**config.mk**
```make
export PLATFORM = sky130hd
export DESIGN_NAME = coef_fifo_flat
export DESIGN_NICKNAME = d
export VERILOG_FILES = /design/src/verilog/gat_pkg.sv /design/src/verilog/coef_rd_if.sv /design/src/verilog/coef_fifo.sv /design/src/flat_wrapper.sv
export SDC_FILE = /design/constraint.sdc
export NUM_CORES = 1
export LEC_CHECK = 0
export ABC_AREA = 1
export BUFFER_PORTS_ARGS = -buffer_cell sky130_fd_sc_hd__buf_4
export CAP_MARGIN = 20
export CORE_AREA = 5 5 161 163
export DETAILED_ROUTE_END_ITERATION = 8
export DIE_AREA = 0 0 166 168
export PLACE_DENSITY = 0.38
export SLEW_MARGIN = 20
export SYNTH_ARGS = -nofsm -noshare
export SYNTH_HDL_FRONTEND = slang
export SYNTH_SLANG_ARGS = --single-unit
```
**constraint.sdc**
```tcl
create_clock -name clk -period 1.68 [get_ports clk]
set_input_delay 0.084 -clock clk [delete_from_list [all_inputs] [get_ports clk]]
set_output_delay 0.084 -clock clk [all_outputs]
set_load 0.02 [all_outputs]
```
**src/verilog/gat_pkg.sv**
```systemverilog
`default_nettype none

package gat_pkg;

  // ========================================
  // Datapath widths
  // ========================================

  // Attention weights and output coefficients
  localparam int COEF_W     = 8;

  // One element of a transformed node vector
  localparam int WH_ELEM_W  = 12;

  // Dot sum width, enough for NUM_FEAT up to 32
  localparam int DOT_W      = 25;

  // Scaling from dot sum down to coefficient
  localparam int COEF_SHIFT = 17;

  typedef logic signed [COEF_W-1:0]    coef_t;
  typedef logic signed [WH_ELEM_W-1:0] wh_elem_t;
  typedef logic signed [DOT_W-1:0]     dot_t;

  // ========================================
  // Wishbone register map
  // ========================================

  localparam int WB_ADR_W = 8;
  localparam int WB_DAT_W = 32;

  typedef logic [WB_ADR_W-1:0] wb_adr_t;
  typedef logic [WB_DAT_W-1:0] wb_dat_t;

  // Word addresses 0 .. 2*NUM_FEAT-1 hold the weight vector a,
  // source half first, one weight in the low byte of each word

  // Reading this pops one coefficient
  localparam wb_adr_t ADDR_COEF   = 8'h40;

  // FIFO fill level
  localparam wb_adr_t ADDR_STATUS = 8'h41;

  // Set in a coefficient read when an entry was popped
  localparam int COEF_VLD_BIT = 8;

endpackage

`default_nettype wire
```
**src/verilog/coef_rd_if.sv**
```systemverilog
`default_nettype none

interface coef_rd_if #(
  parameter int FIFO_DEPTH = 16
);

  localparam int LVL_W = $clog2(FIFO_DEPTH) + 1;

  logic             rd_en;
  gat_pkg::coef_t   rd_data;
  logic             empty;
  logic [LVL_W-1:0] level;

  // Storage side
  modport fifo (
    input  rd_en,
    output rd_data,
    output empty,
    output level
  );

  // Bus side that pops entries
  modport reader (
    output rd_en,
    input  rd_data,
    input  empty,
    input  level
  );

endinterface

`default_nettype wire

```
**src/verilog/coef_fifo.sv**
```systemverilog
`default_nettype none

module coef_fifo #(
  parameter int FIFO_DEPTH = 16
) (
  input  logic           clk,
  input  logic           rst_n,
  input  logic           wr_en_i,
  input  gat_pkg::coef_t wr_data_i,
  coef_rd_if.fifo        rd
);

  localparam int PTR_W = $clog2(FIFO_DEPTH);

  gat_pkg::coef_t   mem [FIFO_DEPTH];
  logic [PTR_W-1:0] wr_ptr;
  logic [PTR_W-1:0] rd_ptr;
  logic [PTR_W:0]   count;

  // ========================================
  // Storage
  // ========================================

  always_ff @(posedge clk) begin
    if (wr_en_i) begin
      mem[wr_ptr] <= wr_data_i;
    end
  end

  // Pointers wrap naturally, depth is a power of two
  always_ff @(posedge clk or negedge rst_n) begin
    if (!rst_n) begin
      wr_ptr <= '0;
      rd_ptr <= '0;
    end else begin
      if (wr_en_i) begin
        wr_ptr <= wr_ptr + 1'b1;
      end
      if (rd.rd_en) begin
        rd_ptr <= rd_ptr + 1'b1;
      end
    end
  end

  // Fill count, push and pop together leave it unchanged
  always_ff @(posedge clk or negedge rst_n) begin
    if (!rst_n) begin
      count <= '0;
    end else begin
      case ({wr_en_i, rd.rd_en})
        2'b10:   count <= count + 1'b1;
        2'b01:   count <= count - 1'b1;
        default: count <= count;
      endcase
    end
  end

  // Head entry is presented without a read request
  assign rd.rd_data = mem[rd_ptr];
  assign rd.empty   = (count == '0);
  assign rd.level   = count;

endmodule

`default_nettype wire

```
**src/flat_wrapper.sv**
```systemverilog
// flat-port wrapper written by rule: the top's interface ports become plain ports
module coef_fifo_flat 
#(
  parameter int FIFO_DEPTH = 16
)
  (clk, rst_n, wr_en_i, wr_data_i, rd_rd_en, rd_rd_data, rd_empty, rd_level);
  coef_rd_if #(.FIFO_DEPTH(FIFO_DEPTH)) rd_i ();
  input  logic clk;
  input  logic rst_n;
  input  logic wr_en_i;
  input  gat_pkg::coef_t wr_data_i;
  input wire logic [$bits(rd_i.rd_en)-1:0] rd_rd_en;
  output wire logic [$bits(rd_i.rd_data)-1:0] rd_rd_data;
  output wire logic [$bits(rd_i.empty)-1:0] rd_empty;
  output wire logic [$bits(rd_i.level)-1:0] rd_level;
  assign rd_i.rd_en = rd_rd_en;
  assign rd_rd_data = rd_i.rd_data;
  assign rd_empty = rd_i.empty;
  assign rd_level = rd_i.level;
  coef_fifo #(.FIFO_DEPTH(FIFO_DEPTH)) u_core (.clk(clk), .rst_n(rst_n), .wr_en_i(wr_en_i), .wr_data_i(wr_data_i), .rd(rd_i));
endmodule
```
==> metrics.txt <==
total gr overflow=0; switching share of power=0.375; Synth area leader=edfxtp_1; Synth top cells by count=edfxtp_1, nor2_1, nand2_1; Distinct cells, synth=23; largest family of logic cells by synthesized area=simple AND/OR/NAND/NOR gates; fin crit period=1.90 ns; largest net degree at the start of global routing=50; crit-path max FO=49; Avg Vias per Cell=4.24; num ports=26; number of synthesized flops with an enable pin=128; WL/cell=16.3 um; clock transition at the registers of the reported paths=0.07 ns; vias in the first global route=3959; Max-cap violations=0; initial antenna violation count=0; die width=166 um; Peak VDD IR=730 uV; violated checks=setup timing; R2R cell count=5; WL final=15.0 mm; sequential element share of the synthesized area=0.697; Placer Congestion=0.774; max_slew headroom=0.654; Synth top area share=0.642; htree depth=4; Sequential Power Share=0.335; DPL Wire Length=9.65 mm; Syn Inst Count=514; IO Port Bufs=25; xor/xnor share of the synthesized area=0.0117; pre-CTS WS=0.0890 ns; Root Buffer=clkbuf_16; Logic pwr share=0.395; first-pass GRT wire length=23.3 mm; clock skew=0.00946 ns; Die ar.=27900 um^2; FFs w/ async S/R, synth=0.0922; fraction of synthesized area in multiplexers=0; CTS tree=built; YS warnings=0; Hold Vio Cnt, Final=0; final net count=602; worst reg2reg path endpoint=u_core.mem[14][1]; clock sink count=141; First DRT Iteration DRCs=231; Core Util, Final=0.313; Core Area=24200 um^2; hold path cells=1; DP Area=6740 um^2; Worst Max-Slew Pin Slew=0.515 ns; WP data required=1.60 ns; ANT cells=0; Psw=5.10 mW; # setup viols final=8; clock network latency to the later pin of the worst-skew pair=0.43 ns; Initial Util=0.247; max-slew violation count=0; number of vias in the routed layout=3888; cts bufs inserted=17; GR Util All Layers=0.111; Clock Path Buffers=2; number of synthesized register bits=141; Worst Hold Path EP=u_core.mem[5][7]; Mean Syn Cell Area=11.6 um^2; Routed Antenna Nets=0; Residual DRC=0; status=complete, but fails checks; Post-Synth Adder-Cell Area=0.0188; Reg2Reg Launch Point=u_core.wr_ptr[0]; row cnt=57; Internal=8.51 mW; Hold Path Origin=wr_data_i[7]; area grow syn2layout=26.5%; RSZ-0062 raised after global routing=yes; DRT Pass-1 Iters=4; PnR worst setup slack=-0.221 ns; Worst R2R Setup Slack=0.17 ns; max frequency=526 MHz; fillcell total=2448; die height=168 um; Setup CP Type=flip-flop to output port; synthesized cell area=5980 um^2; Clock power frac=0.270; top_reg_cell synth=edfxtp_1; most instantiated library cell after synthesis=edfxtp_1; Worst Setup End Kind=output port; CP Data Arrival Time=1.82 ns; Synth Area in Simple Gates=0.150; syn_nets=535; share of cells above drive strength 1=0.200; PwrDens=1800 nW/um^2; design area=7570 um^2; Leakage=2.81 nW; Synth Area in Compound Gates=0.0698; hold_ws=0.00531 ns; crit start category=flip-flop; period utilisation layout=1.13; synth top area cells=edfxtp_1, nor2_1, dfrtp_1, nand3_1, nand2_1; Hold Path Class=primary input to flip-flop
## state kept, by name (all words and copies together) (netlist names)
register / cells
u_core.rd.level: 5
u_core.wr_ptr: 4
u_core.mem: 128
u_core.rd_ptr: 4
## cell type report
cell class	count	area, um^2	share of cell area
inverter	41	159	0.0210
tap	324	405	0.0536
clock buffer	17	425	0.0562
clock inverter	15	153	0.0202
sequential	141	4170	0.551
timing repair buffer	73	684	0.0904
multi-input combinational	307	1570	0.208
## worst max-delay path by stage
stage	start	slack, ns	to
floorplan	u_core.wr_ptr[0]	0.20	u_core.mem[0][0]
global placement	u_core.rd_ptr[0]	0.11	rd_rd_data[3]
detailed placement	wr_en_i	0.09	u_core.rd.level[4]
CTS	u_core.rd_ptr[0]	-0.27	rd_rd_data[3]
global route	u_core.rd_ptr[0]	-0.36	rd_rd_data[5]
finish	u_core.rd_ptr[0]	-0.22	rd_rd_data[3]
## cell families (layout without fill, tap and decap cells)
family / count (synthesis) / count (layout)
flops: 141 / 141
simple gates: 217 / 217
buf+inv: 66 / 146
xor+xnor: 8 / 8
compound gates: 73 / 73
fa+ha+maj: 9 / 9
## critical path: stages, from the launching register on
cell and delay [ns]:
dfrtp_2 0.46, buf_12 0.25, nor2_1 0.08, nor2_1 0.10, o21ai_1 0.08, nand3_1 0.10, nand3_2 0.09, nand2_2 0.09
buf_6 0.11
## through the flow
stage / total power [mW] / instances / setup TNS, ns
after floorplan: 7.70 / 514 / 0
after global placement: 9.56 / 873 / 0
after detailed placement: 9.56 / 873 / 0
after CTS: 13.8 / 918 / -1.80
after global routing: 14.5 / 918 / -2.65
final: 13.6 / 918 / -1.53
## per-layer routing
layer,vias up,wire (um),global-route usage
met5,-,0,0
li1,1920,-,-
met2,40,7520,0.186
met4,0,168,0.0366
met3,12,377,0.0270
met1,1916,6890,0.142
## cells in the final DEF (no fill, tap or decap), drive strengths merged, types with 9 or more instances in the layout
master  instances
o21ai          48
nand3          53
nand2          59
inv            49
edfxtp        128
buf            65
clkbuf         17
o211ai         20
ha              9
dfrtp          13
nor2          100
## power by group through the flow
| stage | clock (mW) | sequential [mW] | combinational (mW) |
|---|---|---|---|
| 3_3_place_gp | 0 | 4.62 | 4.95 |
| 4_1_cts | 3.76 | 4.56 | 5.46 |
| 3_5_place_dp | 0 | 4.62 | 4.94 |
| 2_1_floorplan | 0 | 4.62 | 3.08 |
| 5_1_grt | 3.95 | 4.60 | 5.97 |
| 6_report | 3.67 | 4.56 | 5.38 |
## what timing repair did
action | CTS | global route
hold buffers | 8 | 0
resized for setup | 29 | 6
setup endpoints to repair | 8 | 10
hold endpoints to repair | 71 | 0
buffers inserted | 4 | 0
cloned | 1 | 0
pin swaps | 3 | 0
No activity file was read; power rests on OpenSTA's default activity.
