--- src/verilog/gat_pkg.sv ---
`default_nettype none

package gat_pkg;

  // ========================================
  // Datapath widths
  // ========================================

  // Attention weights and output coefficients
  localparam int COEF_W     = 8;

  // One element of a transformed node vector
  localparam int WH_ELEM_W  = 12;

  // Dot sum width, enough for NUM_FEAT up to 32
  localparam int DOT_W      = 25;

  // Scaling from dot sum down to coefficient
  localparam int COEF_SHIFT = 17;

  typedef logic signed [COEF_W-1:0]    coef_t;
  typedef logic signed [WH_ELEM_W-1:0] wh_elem_t;
  typedef logic signed [DOT_W-1:0]     dot_t;

  // ========================================
  // Wishbone register map
  // ========================================

  localparam int WB_ADR_W = 8;
  localparam int WB_DAT_W = 32;

  typedef logic [WB_ADR_W-1:0] wb_adr_t;
  typedef logic [WB_DAT_W-1:0] wb_dat_t;

  // Word addresses 0 .. 2*NUM_FEAT-1 hold the weight vector a,
  // source half first, one weight in the low byte of each word

  // Reading this pops one coefficient
  localparam wb_adr_t ADDR_COEF   = 8'h40;

  // FIFO fill level
  localparam wb_adr_t ADDR_STATUS = 8'h41;

  // Set in a coefficient read when an entry was popped
  localparam int COEF_VLD_BIT = 8;

endpackage

`default_nettype wire
--- src/verilog/dmvm_pipe.sv ---
`default_nettype none

module dmvm_pipe #(
  parameter int NUM_FEAT   = 8,
  parameter int FIFO_DEPTH = 16
) (
  input  logic                               clk,
  input  logic                               rst_n,

  // Weight vector a, source half in the low indices
  input  gat_pkg::coef_t [2*NUM_FEAT-1:0]    weights_i,

  // Wh word stream
  input  logic                               wh_vld_i,
  input  logic                               wh_src_i,
  input  gat_pkg::wh_elem_t [NUM_FEAT-1:0]   wh_data_i,
  output logic                               wh_rdy_o,

  // Coefficient FIFO write side
  input  logic [$clog2(FIFO_DEPTH):0]        fifo_level_i,
  output logic                               coef_wr_en_o,
  output gat_pkg::coef_t                     coef_wr_data_o
);

  localparam int TREE_LVL = $clog2(NUM_FEAT);
  localparam int NODES    = 2 * NUM_FEAT - 1;
  localparam int LVL_W    = $clog2(FIFO_DEPTH) + 1;
  localparam int SUM_W    = gat_pkg::DOT_W + 1;

  logic                    wh_accept;

  // Heap-ordered adder trees, node k sums nodes 2k+1 and 2k+2
  gat_pkg::dot_t           src_tree [NODES];
  gat_pkg::dot_t           nbr_tree [NODES];

  logic [TREE_LVL:0]       vld_pipe;
  logic [TREE_LVL:0]       src_pipe;

  gat_pkg::dot_t           src_hold;
  gat_pkg::dot_t           src_dot;
  logic signed [SUM_W-1:0] coef_sum;
  logic signed [SUM_W-1:0] coef_shifted;
  gat_pkg::coef_t          coef_trunc;
  gat_pkg::coef_t          coef_relu;

  logic [LVL_W-1:0]        inflight;
  logic [LVL_W:0]          occupancy;

  assign wh_accept = wh_vld_i && wh_rdy_o;

  // ========================================
  // Multiply stage and adder tree
  // ========================================

  // Leaves hold the products, inner nodes add one level per clock
  always_ff @(posedge clk) begin
    for (int i = 0; i < NUM_FEAT; i++) begin
      src_tree[NUM_FEAT-1+i] <= gat_pkg::dot_t'($signed(weights_i[i]))
                                * gat_pkg::dot_t'(wh_data_i[i]);
      nbr_tree[NUM_FEAT-1+i] <= gat_pkg::dot_t'($signed(weights_i[NUM_FEAT+i]))
                                * gat_pkg::dot_t'(wh_data_i[i]);
    end
    for (int k = 0; k < NUM_FEAT - 1; k++) begin
      src_tree[k] <= src_tree[2*k+1] + src_tree[2*k+2];
      nbr_tree[k] <= nbr_tree[2*k+1] + nbr_tree[2*k+2];
    end
  end

  // Valid and source flag ride along with the tree levels
  always_ff @(posedge clk or negedge rst_n) begin
    if (!rst_n) begin
      vld_pipe <= '0;
      src_pipe <= '0;
    end else begin
      vld_pipe <= {vld_pipe[TREE_LVL-1:0], wh_accept};
      src_pipe <= {src_pipe[TREE_LVL-1:0], wh_src_i};
    end
  end

  // ========================================
  // Source latch and coefficient
  // ========================================

  // A flagged word uses its own source dot, others reuse the held one
  assign src_dot      = src_pipe[TREE_LVL] ? src_tree[0] : src_hold;
  assign coef_sum     = SUM_W'(src_dot) + SUM_W'(nbr_tree[0]);
  assign coef_shifted = coef_sum >>> gat_pkg::COEF_SHIFT;
  assign coef_trunc   = coef_shifted[gat_pkg::COEF_W-1:0];

  // ReLU on the 8-bit result
  assign coef_relu = coef_trunc[gat_pkg::COEF_W-1] ? '0 : coef_trunc;

  always_ff @(posedge clk or negedge rst_n) begin
    if (!rst_n) begin
      src_hold     <= '0;
      coef_wr_en_o <= 1'b0;
    end else begin
      coef_wr_en_o <= vld_pipe[TREE_LVL];
      if (vld_pipe[TREE_LVL] && src_pipe[TREE_LVL]) begin
        src_hold <= src_tree[0];
      end
    end
  end

  always_ff @(posedge clk) begin
    coef_wr_data_o <= coef_relu;
  end

  // ========================================
  // Flow control
  // ========================================

  // Words accepted but not yet written into the FIFO
  always_ff @(posedge clk or negedge rst_n) begin
    if (!rst_n) begin
      inflight <= '0;
    end else begin
      case ({wh_accept, coef_wr_en_o})
        2'b10:   inflight <= inflight + 1'b1;
        2'b01:   inflight <= inflight - 1'b1;
        default: inflight <= inflight;
      endcase
    end
  end

  // Every accepted word has a FIFO slot reserved
  assign occupancy = {1'b0, inflight} + {1'b0, fifo_level_i};
  assign wh_rdy_o  = occupancy < (LVL_W + 1)'(FIFO_DEPTH);

endmodule

`default_nettype wire

--- config.mk ---
export PLATFORM = sky130hd
export DESIGN_NAME = dmvm_pipe
export DESIGN_NICKNAME = d
export VERILOG_FILES = /design/src/verilog/gat_pkg.sv /design/src/verilog/dmvm_pipe.sv
export SDC_FILE = /design/constraint.sdc
export NUM_CORES = 2
export LEC_CHECK = 0
export BUFFER_PORTS_ARGS = -buffer_cell sky130_fd_sc_hd__buf_2
export CORE_MARGIN = 5
export CORE_UTILIZATION = 35
export DETAILED_ROUTE_END_ITERATION = 10
export PLACE_DENSITY = 0.49
export SLEW_MARGIN = 20
export SYNTH_ARGS = -nofsm -noshare
export SYNTH_HDL_FRONTEND = slang
export SYNTH_SLANG_ARGS = --single-unit
--- constraint.sdc ---
create_clock -name clk -period 3.2 [get_ports clk]
set_clock_uncertainty 0.05 [all_clocks]
set_input_delay 0.32 -clock clk [delete_from_list [all_inputs] [get_ports clk]]
set_output_delay 0.32 -clock clk [all_outputs]
set_load 0.02 [all_outputs]
==> impl_metrics.toml <==
[synth]
async_reset_ff_frac = 0.0545
syn_area_per_cell_um2 = 9.20
ys.flop_type = "dfxtp_1"
syn_nets = 11700
synthAdderAreaFrac = 0.436
synth_top_family_by_area = "adder cells"
synth_xor_area_frac = 0.0559
ys_seq_elements = 716
ys_types = 86
synth.yosys.seq_area_share = 0.170
yosys-mux-area-fraction = 0.00728
synth_compound_area_frac = 0.0854
yosys.area_share.simple = 0.155
ys_warn_count = 0
synthesis.instances = 9283
synth_area_um2 = 85400
synth_edf_count = 0

[sta]
finalSetupViolCount = 153
rsz0062_at_grt = "true"
finalHoldViolations = 0
worst_slack_ns = -0.614
final_max_slew_viol_count = 0
min_period_ns = 3.81
fmax_mhz = 262
hold_slack_ns = 0.0264
fin_crit_sh = 1.19
setup_tns_ns = -51.38
worst_pin_slew_ns = 0.843
relSlewSlack = 0.438

[grt]
grt_pass1_vias = 70000
antenna_found_initial = 14
grt.overflow.total = 0
grt_first_pass_wirelength_um = 372000
grt_usage = 0.179
grt_max_degree = 28

[setup_path]
crit_type = "primary input to flip-flop"
r2r-end = "nbr_tree[0][49]$_DFF_P_"
worst-endpoint-required_ns = 3.70
start_kind = "primary input"
path_max_fanout = 5
crit_arrival_ns = 4.31
r2r-start = "nbr_tree[0][75]$_DFF_P_"
worst_r2r_path_depth = 12
ff2ff_setup_slack_ns = 0.11
cp-end-kind = "flip-flop"

[floorplan]
start_util = 0.351
die_w_um = 504
num_io_pins = 243
die_h_um = 504
core_area_um2 = 243000
die_area_um2 = 254000
row_count = 181

[detailed_routing]
firstDrtPassIters = 5
vias_per_cell = 4.62
wirelength_um = 229000
first_iter_violations = 2611
drtAntennaViolNets = 0
post-route-drc-count = 0
vias = 65100
drt-wirelength-per-cell_um = 16.2

[layout]
final_nets = 13300
area_growth_pct = 33.4
drive_gt1_frac = 0.297

[status]
run_status = "complete, but fails checks"
violations = "setup timing"

[power_and_ir_drop]
ir_worst_vdd_v = 0.000577
p_leak_nw = 55.3
p_per_area_nw_per_um2 = 1110

[hold_path]
min_delay_path_depth = 3
hp-start = "weights_i[88]"
worst_hold_path.endpoint = "nbr_tree[1][50]$_DFF_P_"
hp-class = "primary input to flip-flop"

[clock_tree]
tritoncts = "done"
cts_root_buf = "clkbuf_16"
cts_sinks = 716
htreeDepth = 3
cts_buffers = 83
clockBufferDepth = 3
clock_latency_ns = 0.69
clkTransAtPathRegs_ns = 0.06

[placement]
port_buffers = 241
gp_congestion = 0.866
hpwl_um = 191000

[job]
drv_cap = 0
==> logic make-up (layout without fill, tap and decap cells) <==
| kind of cell | count (synthesis) | count (layout) |
|---|---|---|
| flip-flops | 716 | 716 |
| other | 1 | 10 |
| buffers and inverters | 2066 | 3668 |
| AO/OA/AOI/OAI | 1121 | 1121 |
| XOR/XNOR | 545 | 545 |
| adder cells (fa/ha/maj) | 2206 | 2206 |
| multiplexers | 56 | 56 |
| AND/OR/NAND/NOR | 2572 | 2572 |
==> cell type report <==
| cell class | count | area, um2 |
|---|---|---|
| Fill cell | 22900 | 129000 |
| Antenna cell | 9 | 22.5 |
| Inverter | 1823 | 6910 |
| Clock buffer | 105 | 2290 |
| Sequential cell | 716 | 14500 |
| Tap cell | 3202 | 4010 |
| Clock inverter | 46 | 772 |
| Timing Repair Buffer | 1694 | 15500 |
| Multi-Input combinational cell | 6501 | 69900 |
==> flip-flops by register name (all words and copies together) (netlist names) <==
register        cells
src_pipe            4
coef_wr_data_o      7
inflight            5
vld_pipe            4
coef_wr_en_o        1
src_hold           25
src_tree          335
nbr_tree          335
==> worst max-delay path, stage by stage <==
cell and delay (ns):
buf_12 0.12, buf_6 0.12, and2_4 0.15, fa_1 0.50
fa_1 0.51, fa_1 0.53, inv_2 0.04, fa_1 0.52
inv_2 0.05, ha_4 0.24, and3_4 0.18, and3_4 0.16
a21oi_2 0.13, o211ai_1 0.15, a31o_2 0.26, a21oi_4 0.14
xnor2_2 0.18
==> cells in the final DEF, fill, tap and decap left out, types with 33 or more instances in the layout <==
cell type     n
a31oi_1      37
ha_4        179
nor2b_1      41
and3_1       49
o21ai_0     141
xor2_1       99
and2_1      735
ha_2         33
nand2b_1     88
buf_4      1207
fa_1       1202
mux2_2       43
a21o_1      135
fa_2         77
nand2_2      95
buf_12       94
buf_8        46
dfxtp_1     676
dfrtp_1      38
nor3_1       99
nand2_1     498
nand3_1      78
xnor2_2      41
inv_1      1620
nand2_4      45
nor2_1      388
buf_2        41
and2_4      221
o21a_1       61
ha_1        715
inv_2       190
xnor2_1     384
o21ai_2      48
a21oi_1     223
buf_6       262
clkbuf_16    92
nor2_2       42
a21oi_2      80
==> how the worst max path moves through the flow <==
stage | slack [ns] | start | depth (start not counted) | endpoint
2_1_floorplan | -1.07 | weights_i[0] | 18 | src_tree[0][193]$_DFF_P_
3_3_place_gp | -1.51 | wh_data_i[75] | 19 | nbr_tree[1][143]$_DFF_P_
3_5_place_dp | -1.55 | wh_data_i[75] | 19 | nbr_tree[1][143]$_DFF_P_
4_1_cts | -0.63 | weights_i[6] | 17 | src_tree[0][198]$_DFF_P_
5_1_grt | -0.76 | wh_data_i[6] | 19 | nbr_tree[0][198]$_DFF_P_
6_report | -0.61 | wh_data_i[19] | 17 | nbr_tree[1][24]$_DFF_P_
==> report_power, final <==
part	switching (W)	leakage, nW	internal (W)
combinational	0.0500	47.7	0.0488
clock	0.00410	1.49	0.00644
sequential	0.00299	6.18	0.0146
==> timing repair <==
action,in CTS,in global routing
endpoints found under the hold margin,38,1
setup buffers,161,99
setup endpoints to repair,171,201
pin swaps,622,483
gates cloned,13,7
hold buffers,15,1
gates resized for setup,1127,544
==> routing by layer <==
| metal | vias to the layer above | track usage | wire, um | part of all wire |
|---|---|---|---|---|
| met4 | 6 | 0.0297 | 3920 | 0.017 |
| met2 | 820 | 0.301 | 108000 | 0.47 |
| li1 | 32000 | - | - | - |
| met1 | 32000 | 0.253 | 110000 | 0.48 |
| met5 | - | 0 | 47 | 0.00021 |
| met3 | 222 | 0.0179 | 7340 | 0.032 |
==> stage by stage <==
step                cell area [um2]  utilization  setup slack, ns  total power [W]  cells
finish                       114000        0.469           -0.614            0.127  14100
global placement             102000        0.421            -1.51            0.106  13700
floorplan                     90700            -            -1.07           0.0743   9283
detailed placement           102000        0.421            -1.55            0.106  13700
CTS                          111000        0.457           -0.627            0.124  14000
global route                 114000        0.469           -0.759            0.139  14100
==> cells in the mapped netlist (all sizes together) (44+ instances only) <==
master  instances  area share
a21o          135       0.012
nand2         638       0.028
clkbuf        232       0.010
ha            927        0.14
xor2          109       0.011
xnor2         436       0.045
o21a           61      0.0054
nand2b        100      0.0073
nor2b          67      0.0049
and2          956       0.070
o21ai         226       0.013
nand3          88      0.0052
and3           59      0.0043
fa           1279        0.30
mux2           49      0.0065
a21oi         333       0.020
dfxtp         677        0.16
nor3          103      0.0060
inv          1822       0.080
nor2          447       0.020
a21boi         44      0.0039
(Power assumes the default switching activity.)
