`src/verilog/gat_pkg.sv`:
```
`default_nettype none

package gat_pkg;

  // ========================================
  // Datapath widths
  // ========================================

  // Attention weights and output coefficients
  localparam int COEF_W     = 8;

  // One element of a transformed node vector
  localparam int WH_ELEM_W  = 12;

  // Dot sum width, enough for NUM_FEAT up to 32
  localparam int DOT_W      = 25;

  // Scaling from dot sum down to coefficient
  localparam int COEF_SHIFT = 17;

  typedef logic signed [COEF_W-1:0]    coef_t;
  typedef logic signed [WH_ELEM_W-1:0] wh_elem_t;
  typedef logic signed [DOT_W-1:0]     dot_t;

  // ========================================
  // Wishbone register map
  // ========================================

  localparam int WB_ADR_W = 8;
  localparam int WB_DAT_W = 32;

  typedef logic [WB_ADR_W-1:0] wb_adr_t;
  typedef logic [WB_DAT_W-1:0] wb_dat_t;

  // Word addresses 0 .. 2*NUM_FEAT-1 hold the weight vector a,
  // source half first, one weight in the low byte of each word

  // Reading this pops one coefficient
  localparam wb_adr_t ADDR_COEF   = 8'h40;

  // FIFO fill level
  localparam wb_adr_t ADDR_STATUS = 8'h41;

  // Set in a coefficient read when an entry was popped
  localparam int COEF_VLD_BIT = 8;

endpackage

`default_nettype wire
```
`src/verilog/coef_rd_if.sv`:
```
`default_nettype none

interface coef_rd_if #(
  parameter int FIFO_DEPTH = 16
);

  localparam int LVL_W = $clog2(FIFO_DEPTH) + 1;

  logic             rd_en;
  gat_pkg::coef_t   rd_data;
  logic             empty;
  logic [LVL_W-1:0] level;

  // Storage side
  modport fifo (
    input  rd_en,
    output rd_data,
    output empty,
    output level
  );

  // Bus side that pops entries
  modport reader (
    output rd_en,
    input  rd_data,
    input  empty,
    input  level
  );

endinterface

`default_nettype wire

```
`src/verilog/coef_wb_slave.sv`:
```
`default_nettype none

module coef_wb_slave #(
  parameter int NUM_FEAT   = 8,
  parameter int FIFO_DEPTH = 16
) (
  input  logic                            clk,
  input  logic                            rst_n,

  // Wishbone classic slave
  input  logic                            wb_cyc_i,
  input  logic                            wb_stb_i,
  input  logic                            wb_we_i,
  input  gat_pkg::wb_adr_t                wb_adr_i,
  input  gat_pkg::wb_dat_t                wb_dat_i,
  output gat_pkg::wb_dat_t                wb_dat_o,
  output logic                            wb_ack_o,

  // Weight vector to the datapath
  output gat_pkg::coef_t [2*NUM_FEAT-1:0] weights_o,

  // Coefficient FIFO read side
  coef_rd_if.reader                       rd
);

  localparam int NUM_W = 2 * NUM_FEAT;
  localparam int IDX_W = $clog2(NUM_W);
  localparam int LVL_W = $clog2(FIFO_DEPTH) + 1;

  logic             wb_req;
  logic             wr_req;
  logic             rd_req;
  logic             hit_weight;
  logic             hit_coef;
  logic             hit_status;
  logic [IDX_W-1:0] wgt_idx;
  logic [LVL_W-1:0] fifo_level;
  gat_pkg::coef_t   weight_q [NUM_W];
  gat_pkg::wb_dat_t rd_word;

  // ========================================
  // Request and address decode
  // ========================================

  // Masked during the ack cycle so a held strobe is served once
  assign wb_req = wb_cyc_i && wb_stb_i && !wb_ack_o;
  assign wr_req = wb_req && wb_we_i;
  assign rd_req = wb_req && !wb_we_i;

  assign hit_weight = wb_adr_i < gat_pkg::wb_adr_t'(NUM_W);
  assign hit_coef   = (wb_adr_i == gat_pkg::ADDR_COEF);
  assign hit_status = (wb_adr_i == gat_pkg::ADDR_STATUS);
  assign wgt_idx    = wb_adr_i[IDX_W-1:0];
  assign fifo_level = rd.level;

  // Pop on the request edge, head is captured on the same edge
  assign rd.rd_en = rd_req && hit_coef && !rd.empty;

  // ========================================
  // Weight register file
  // ========================================

  always_ff @(posedge clk or negedge rst_n) begin
    if (!rst_n) begin
      for (int i = 0; i < NUM_W; i++) begin
        weight_q[i] <= '0;
      end
    end else if (wr_req && hit_weight) begin
      weight_q[wgt_idx] <= wb_dat_i[gat_pkg::COEF_W-1:0];
    end
  end

  always_comb begin
    for (int i = 0; i < NUM_W; i++) begin
      weights_o[i] = weight_q[i];
    end
  end

  // ========================================
  // Read data and ack
  // ========================================

  always_comb begin
    rd_word = '0;
    if (hit_weight) begin
      // Sign-extended weight
      rd_word = gat_pkg::wb_dat_t'(weight_q[wgt_idx]);
    end else if (hit_coef && !rd.empty) begin
      rd_word[gat_pkg::COEF_W-1:0]   = rd.rd_data;
      rd_word[gat_pkg::COEF_VLD_BIT] = 1'b1;
    end else if (hit_status) begin
      rd_word = gat_pkg::wb_dat_t'(fifo_level);
    end
  end

  always_ff @(posedge clk or negedge rst_n) begin
    if (!rst_n) begin
      wb_ack_o <= 1'b0;
      wb_dat_o <= '0;
    end else begin
      wb_ack_o <= wb_req;
      if (rd_req) begin
        wb_dat_o <= rd_word;
      end
    end
  end

endmodule

`default_nettype wire

```
`src/flat_wrapper.sv`:
```
// flat-port wrapper written by rule: the top's interface ports become plain ports
module coef_wb_slave_flat 
#(
  parameter int NUM_FEAT   = 8,
  parameter int FIFO_DEPTH = 16
)
  (clk, rst_n, wb_cyc_i, wb_stb_i, wb_we_i, wb_adr_i, wb_dat_i, wb_dat_o, wb_ack_o, weights_o, rd_rd_en, rd_rd_data, rd_empty, rd_level);
  coef_rd_if #(.FIFO_DEPTH(FIFO_DEPTH)) rd_i ();
  input  logic clk;
  input  logic rst_n;
  input  logic wb_cyc_i;
  input  logic wb_stb_i;
  input  logic wb_we_i;
  input  gat_pkg::wb_adr_t wb_adr_i;
  input  gat_pkg::wb_dat_t wb_dat_i;
  output gat_pkg::wb_dat_t wb_dat_o;
  output logic wb_ack_o;
  output gat_pkg::coef_t [2*NUM_FEAT-1:0] weights_o;
  output wire logic [$bits(rd_i.rd_en)-1:0] rd_rd_en;
  input wire logic [$bits(rd_i.rd_data)-1:0] rd_rd_data;
  input wire logic [$bits(rd_i.empty)-1:0] rd_empty;
  input wire logic [$bits(rd_i.level)-1:0] rd_level;
  assign rd_rd_en = rd_i.rd_en;
  assign rd_i.rd_data = rd_rd_data;
  assign rd_i.empty = rd_empty;
  assign rd_i.level = rd_level;
  coef_wb_slave #(.NUM_FEAT(NUM_FEAT), .FIFO_DEPTH(FIFO_DEPTH)) u_core (.clk(clk), .rst_n(rst_n), .wb_cyc_i(wb_cyc_i), .wb_stb_i(wb_stb_i), .wb_we_i(wb_we_i), .wb_adr_i(wb_adr_i), .wb_dat_i(wb_dat_i), .wb_dat_o(wb_dat_o), .wb_ack_o(wb_ack_o), .weights_o(weights_o), .rd(rd_i));
endmodule
```
`config.mk`:
```
export PLATFORM = sky130hd
export DESIGN_NAME = coef_wb_slave_flat
export DESIGN_NICKNAME = d
export VERILOG_FILES = /design/src/verilog/gat_pkg.sv /design/src/verilog/coef_rd_if.sv /design/src/verilog/coef_wb_slave.sv /design/src/flat_wrapper.sv
export SDC_FILE = /design/constraint.sdc
export NUM_CORES = 1
export LEC_CHECK = 0
export BUFFER_PORTS_ARGS = -buffer_cell sky130_fd_sc_hd__buf_2
export CORE_MARGIN = 2
export CORE_UTILIZATION = 50
export CTS_BUF_LIST = sky130_fd_sc_hd__clkbuf_8
export CTS_CLUSTER_SIZE = 8
export DETAILED_ROUTE_END_ITERATION = 12
export GPL_ROUTABILITY_DRIVEN = 0
export GPL_TIMING_DRIVEN = 0
export PLACE_DENSITY_LB_ADDON = 0.12
export SKIP_LAST_GASP = 1
export SYNTH_ARGS = -nofsm -noshare
export SYNTH_HDL_FRONTEND = slang
export SYNTH_SLANG_ARGS = --single-unit
export TNS_END_PERCENT = 100
```
`constraint.sdc`:
```
create_clock -name clk -period 9.2 [get_ports clk]
set_clock_uncertainty 0.15 [all_clocks]
set_input_delay 2.76 -clock clk [delete_from_list [all_inputs] [get_ports clk]]
set_output_delay 2.76 -clock clk [all_outputs]
set_load 0.01 [all_outputs]
```
==> results.md <==
- Outcome: finished clean
- Critical path endpoint category: output port
- Setup WS post-layout: 2.08 ns
- Mapped cell area: 6720 sq um
- Initial Util: 51.0%
- Post-place setup slack: 2.07 ns
- Hold Fails Final Rpt: 0
- H-tree Lvls: 4
- Setup Fix Bufs, Post-CTS: 0
- Drt pass-1 iters: 4
- Floorplan row count: 42
- Synthesis-to-layout area growth: 23.7%
- DRT antenna net count: 0
- Most used cell along the critical path: buf_2
- Critical Path Start Type: input pin
- Asr flop ratio synth: 100%
- CP Data Required Time: 6.29 ns
- Critical path peak fanout: 10
- Placed cells: 840
- Boundary Pins: 221
- Gate count of the mapped netlist: 471
- Critical path class: in2out
- Yosys warning count: 0
- Slew @ Worst Pin: 0.803 ns
- Seq cells post-synth: 139
- DRT Wirelength: 19200 um
- Clk sinks: 139
- Total GRT Usage: between 20 and 30%
- CP max-delay cell: or4_1
- Vias in the first global route: 4952
- Drt initial violations: 258
- Top_reg_cell synth: dfrtp_1
- EDFF count, synth: 0
- Die ar.: 14400 sq um
- Clock root buffer: clkbuf_8
- Cell area after layout: 8320 sq um
- Wire per inst: between 20 and 25 um
- GR Util met1: 38.5%
- Area leader, netlist: dfrtp_1
- Slew HR: 46.5%
- # port buffers: 192
- Hold Path Class: reg2reg
- Largest net degree at the start of global routing: 72
- Die H: 120 um
- Grt ovf: 0
- Top post-synthesis cells by area: dfrtp_1 (52%), mux2_2 (22%), mux4_2 (8.7%), mux2i_1 (2.7%), buf_4 (2.6%)
- Sequential share of the synthesized area: 51.7%
- Layout Nets: 742
- Unrepaired setup endpoints after global routing: false
- Final Cycle Share: 77.4%
- CTS Buf Count: 17
- Initial antenna violation count: 1
- Synth top area share: 51.7%
- Non-filler cells, final: 871
- CP Cell Sequence: buf_2 -> buf_2 -> buf_2 -> or4_1 -> nor2_1 -> buf_2
- First-pass GRT wire length: 29200 um
- Worst-path clk slew: 0.07 ns
- CTS tree: yes
- Peak VDD IR: 115 uV
- Pwr Density: 147 nW/um^2
- Post-cts sizing count: 0
- Tmin final: 7.12 ns
- Distinct cells, synth: 38
- Leakage: 4.55 nW
- Final setup TNS: 0 ns
- Clk buf depth: 2
- Drt via density: 5.58
- Hpwl dp: approximately 14000 um
- Final setup viols: 0
- Mapped Avg Cell Area: between 10 and 15 sq um
- Layout cells sized above 1: between 60 and 70%
- Antenna cells: 0
- Slew Viols, Final: 0
- Maxcap violations: 0
- Placed Area: slightly below 8000 sq um
- Post-route DRC: 0
- Busiest layer in global routing: met2
- CTS Hold Buffers Added: 0
- Vias: a little under 5000
- CP peak stage delay: 0.55 ns
- DIE WIDTH: 120 um
- Core box area: between 10000 and 15000 sq um
- Net Count, Synth: 530
- F_max: between 0.1 and 0.15 GHz
- Crit path arrival time: 4.21 ns
- Clk_lat worst skew: 0.46 ns
- GR Util met2: 41.6%
- Met3 Use GR: under 10%
## worst max-delay path, delay by kind of cell
kind / cells / cell delay (ns)
simple gates: 2 / 0.66
buf+inv: 4 / 0.79
## cells by family after synthesis
| kind of cell | after synthesis | share of synthesized area [%] |
|---|---|---|
| multiplexers | 177 | 33.7 |
| flip-flops | 139 | 51.7 |
| AND/OR/NAND/NOR | 75 | 7.31 |
| buffers and inverters | 51 | 4.45 |
| AO/OA/AOI/OAI | 29 | 2.85 |
## report_power, final
group          total, mW  leakage (nW)  switching (mW)  internal (mW)
combinational      0.106          2.41          0.0641         0.0421
sequential         0.631          1.93         0.00888          0.622
clock              0.484         0.208           0.229          0.255
total               1.22          4.55           0.302          0.920
## sequential cells by signal, indices dropped and copies added (netlist names)
| signal | flops |
|---|---|
| u_core.weights_o | 128 |
| u_core.wb_dat_o | 10 |
| u_core.wb_ack_o | 1 |
## synth_stat cells (2+ instances only)
library cell and n:
mux4_2 26, or3_1 6, or4_1 2, o22ai_1 2, nor3_4 3, nand2_1 8
nor2b_1 7, a22oi_1 6, nor3_1 5, nand2b_1 4, nor2_2 9, nand2_2 2
mux2i_1 18, a211oi_1 2, nand3b_2 2, dfrtp_1 139, nor2_1 15, a21oi_1 5
a31oi_1 4, mux2_2 133, clkbuf_1 15, buf_4 23, o21ai_0 5, buf_2 11
a2111oi_0 3, nand3_1 4
## cells in the final DEF (no fill, tap or decap), drive strengths merged
| master | count |
|---|---|
| a2111oi | 3 |
| a211o | 1 |
| a211oi | 2 |
| a21oi | 5 |
| a221oi | 1 |
| a22oi | 6 |
| a31oi | 4 |
| and2b | 1 |
| and3 | 1 |
| and3b | 1 |
| buf | 229 |
| bufinv | 2 |
| clkbuf | 35 |
| clkinv | 5 |
| clkinvlp | 1 |
| dfrtp | 139 |
| inv | 3 |
| mux2 | 133 |
| mux2i | 18 |
| mux4 | 26 |
| nand2 | 10 |
| nand2b | 4 |
| nand3 | 5 |
| nand3b | 3 |
| nor2 | 24 |
| nor2b | 7 |
| nor3 | 8 |
| nor3b | 1 |
| nor4 | 2 |
| o21ai | 5 |
| o22ai | 2 |
| or3 | 6 |
| or4 | 2 |
## metal layers
| layer | routed length [um] | vias to the layer above |
|---|---|---|
| met1 | 8280 | 2479 |
| li1 | - | 2139 |
| met2 | 8890 | 211 |
| met4 | 463 | 0 |
| met3 | 1580 | 33 |
| met5 | 0 | - |
## layout make-up
| cell class | instances | area, sq um |
|---|---|---|
| Clock inverter | 11 | 104 |
| Sequential cell | 139 | 3480 |
| Clock buffer | 20 | 275 |
| Timing Repair Buffer | 193 | 995 |
| Multi-Input combinational cell | 281 | 2950 |
| Tap cell | 176 | 220 |
| Fill cell | 1089 | 4870 |
| Buffer | 51 | 299 |
## through the flow
| stage | utilization, % | total power, mW | hold WS (ns) |
|---|---|---|---|
| 2_1_floorplan | - | 0.696 | 0.413 |
| 3_3_place_gp | 59.9 | 0.745 | 0.354 |
| 3_5_place_dp | 60.2 | 0.750 | 0.365 |
| 4_1_cts | 63.1 | 1.23 | 0.383 |
| 5_1_grt | 63.1 | 1.26 | 0.392 |
| 6_report | 63.1 | 1.22 | 0.380 |
## final timing paths
path	end	depth (start not counted)	slack [ns]	startpoint
worst max-delay path	rd_rd_en	6	2.08	wb_adr_i[1]
worst min-delay path	u_core.weights_o[83]	1	0.38	u_core.weights_o[83]
worst max register to register	u_core.weights_o[110]	6	6.76	u_core.wb_ack_o
worst min register to register	u_core.weights_o[83]	1	0.38	u_core.weights_o[83]
max in group asynchronous	u_core.weights_o[91]	2	5.96	rst_n
min in group asynchronous	u_core.weights_o[46]	1	2.15	rst_n
No activity file was read; power rests on OpenSTA's default activity.
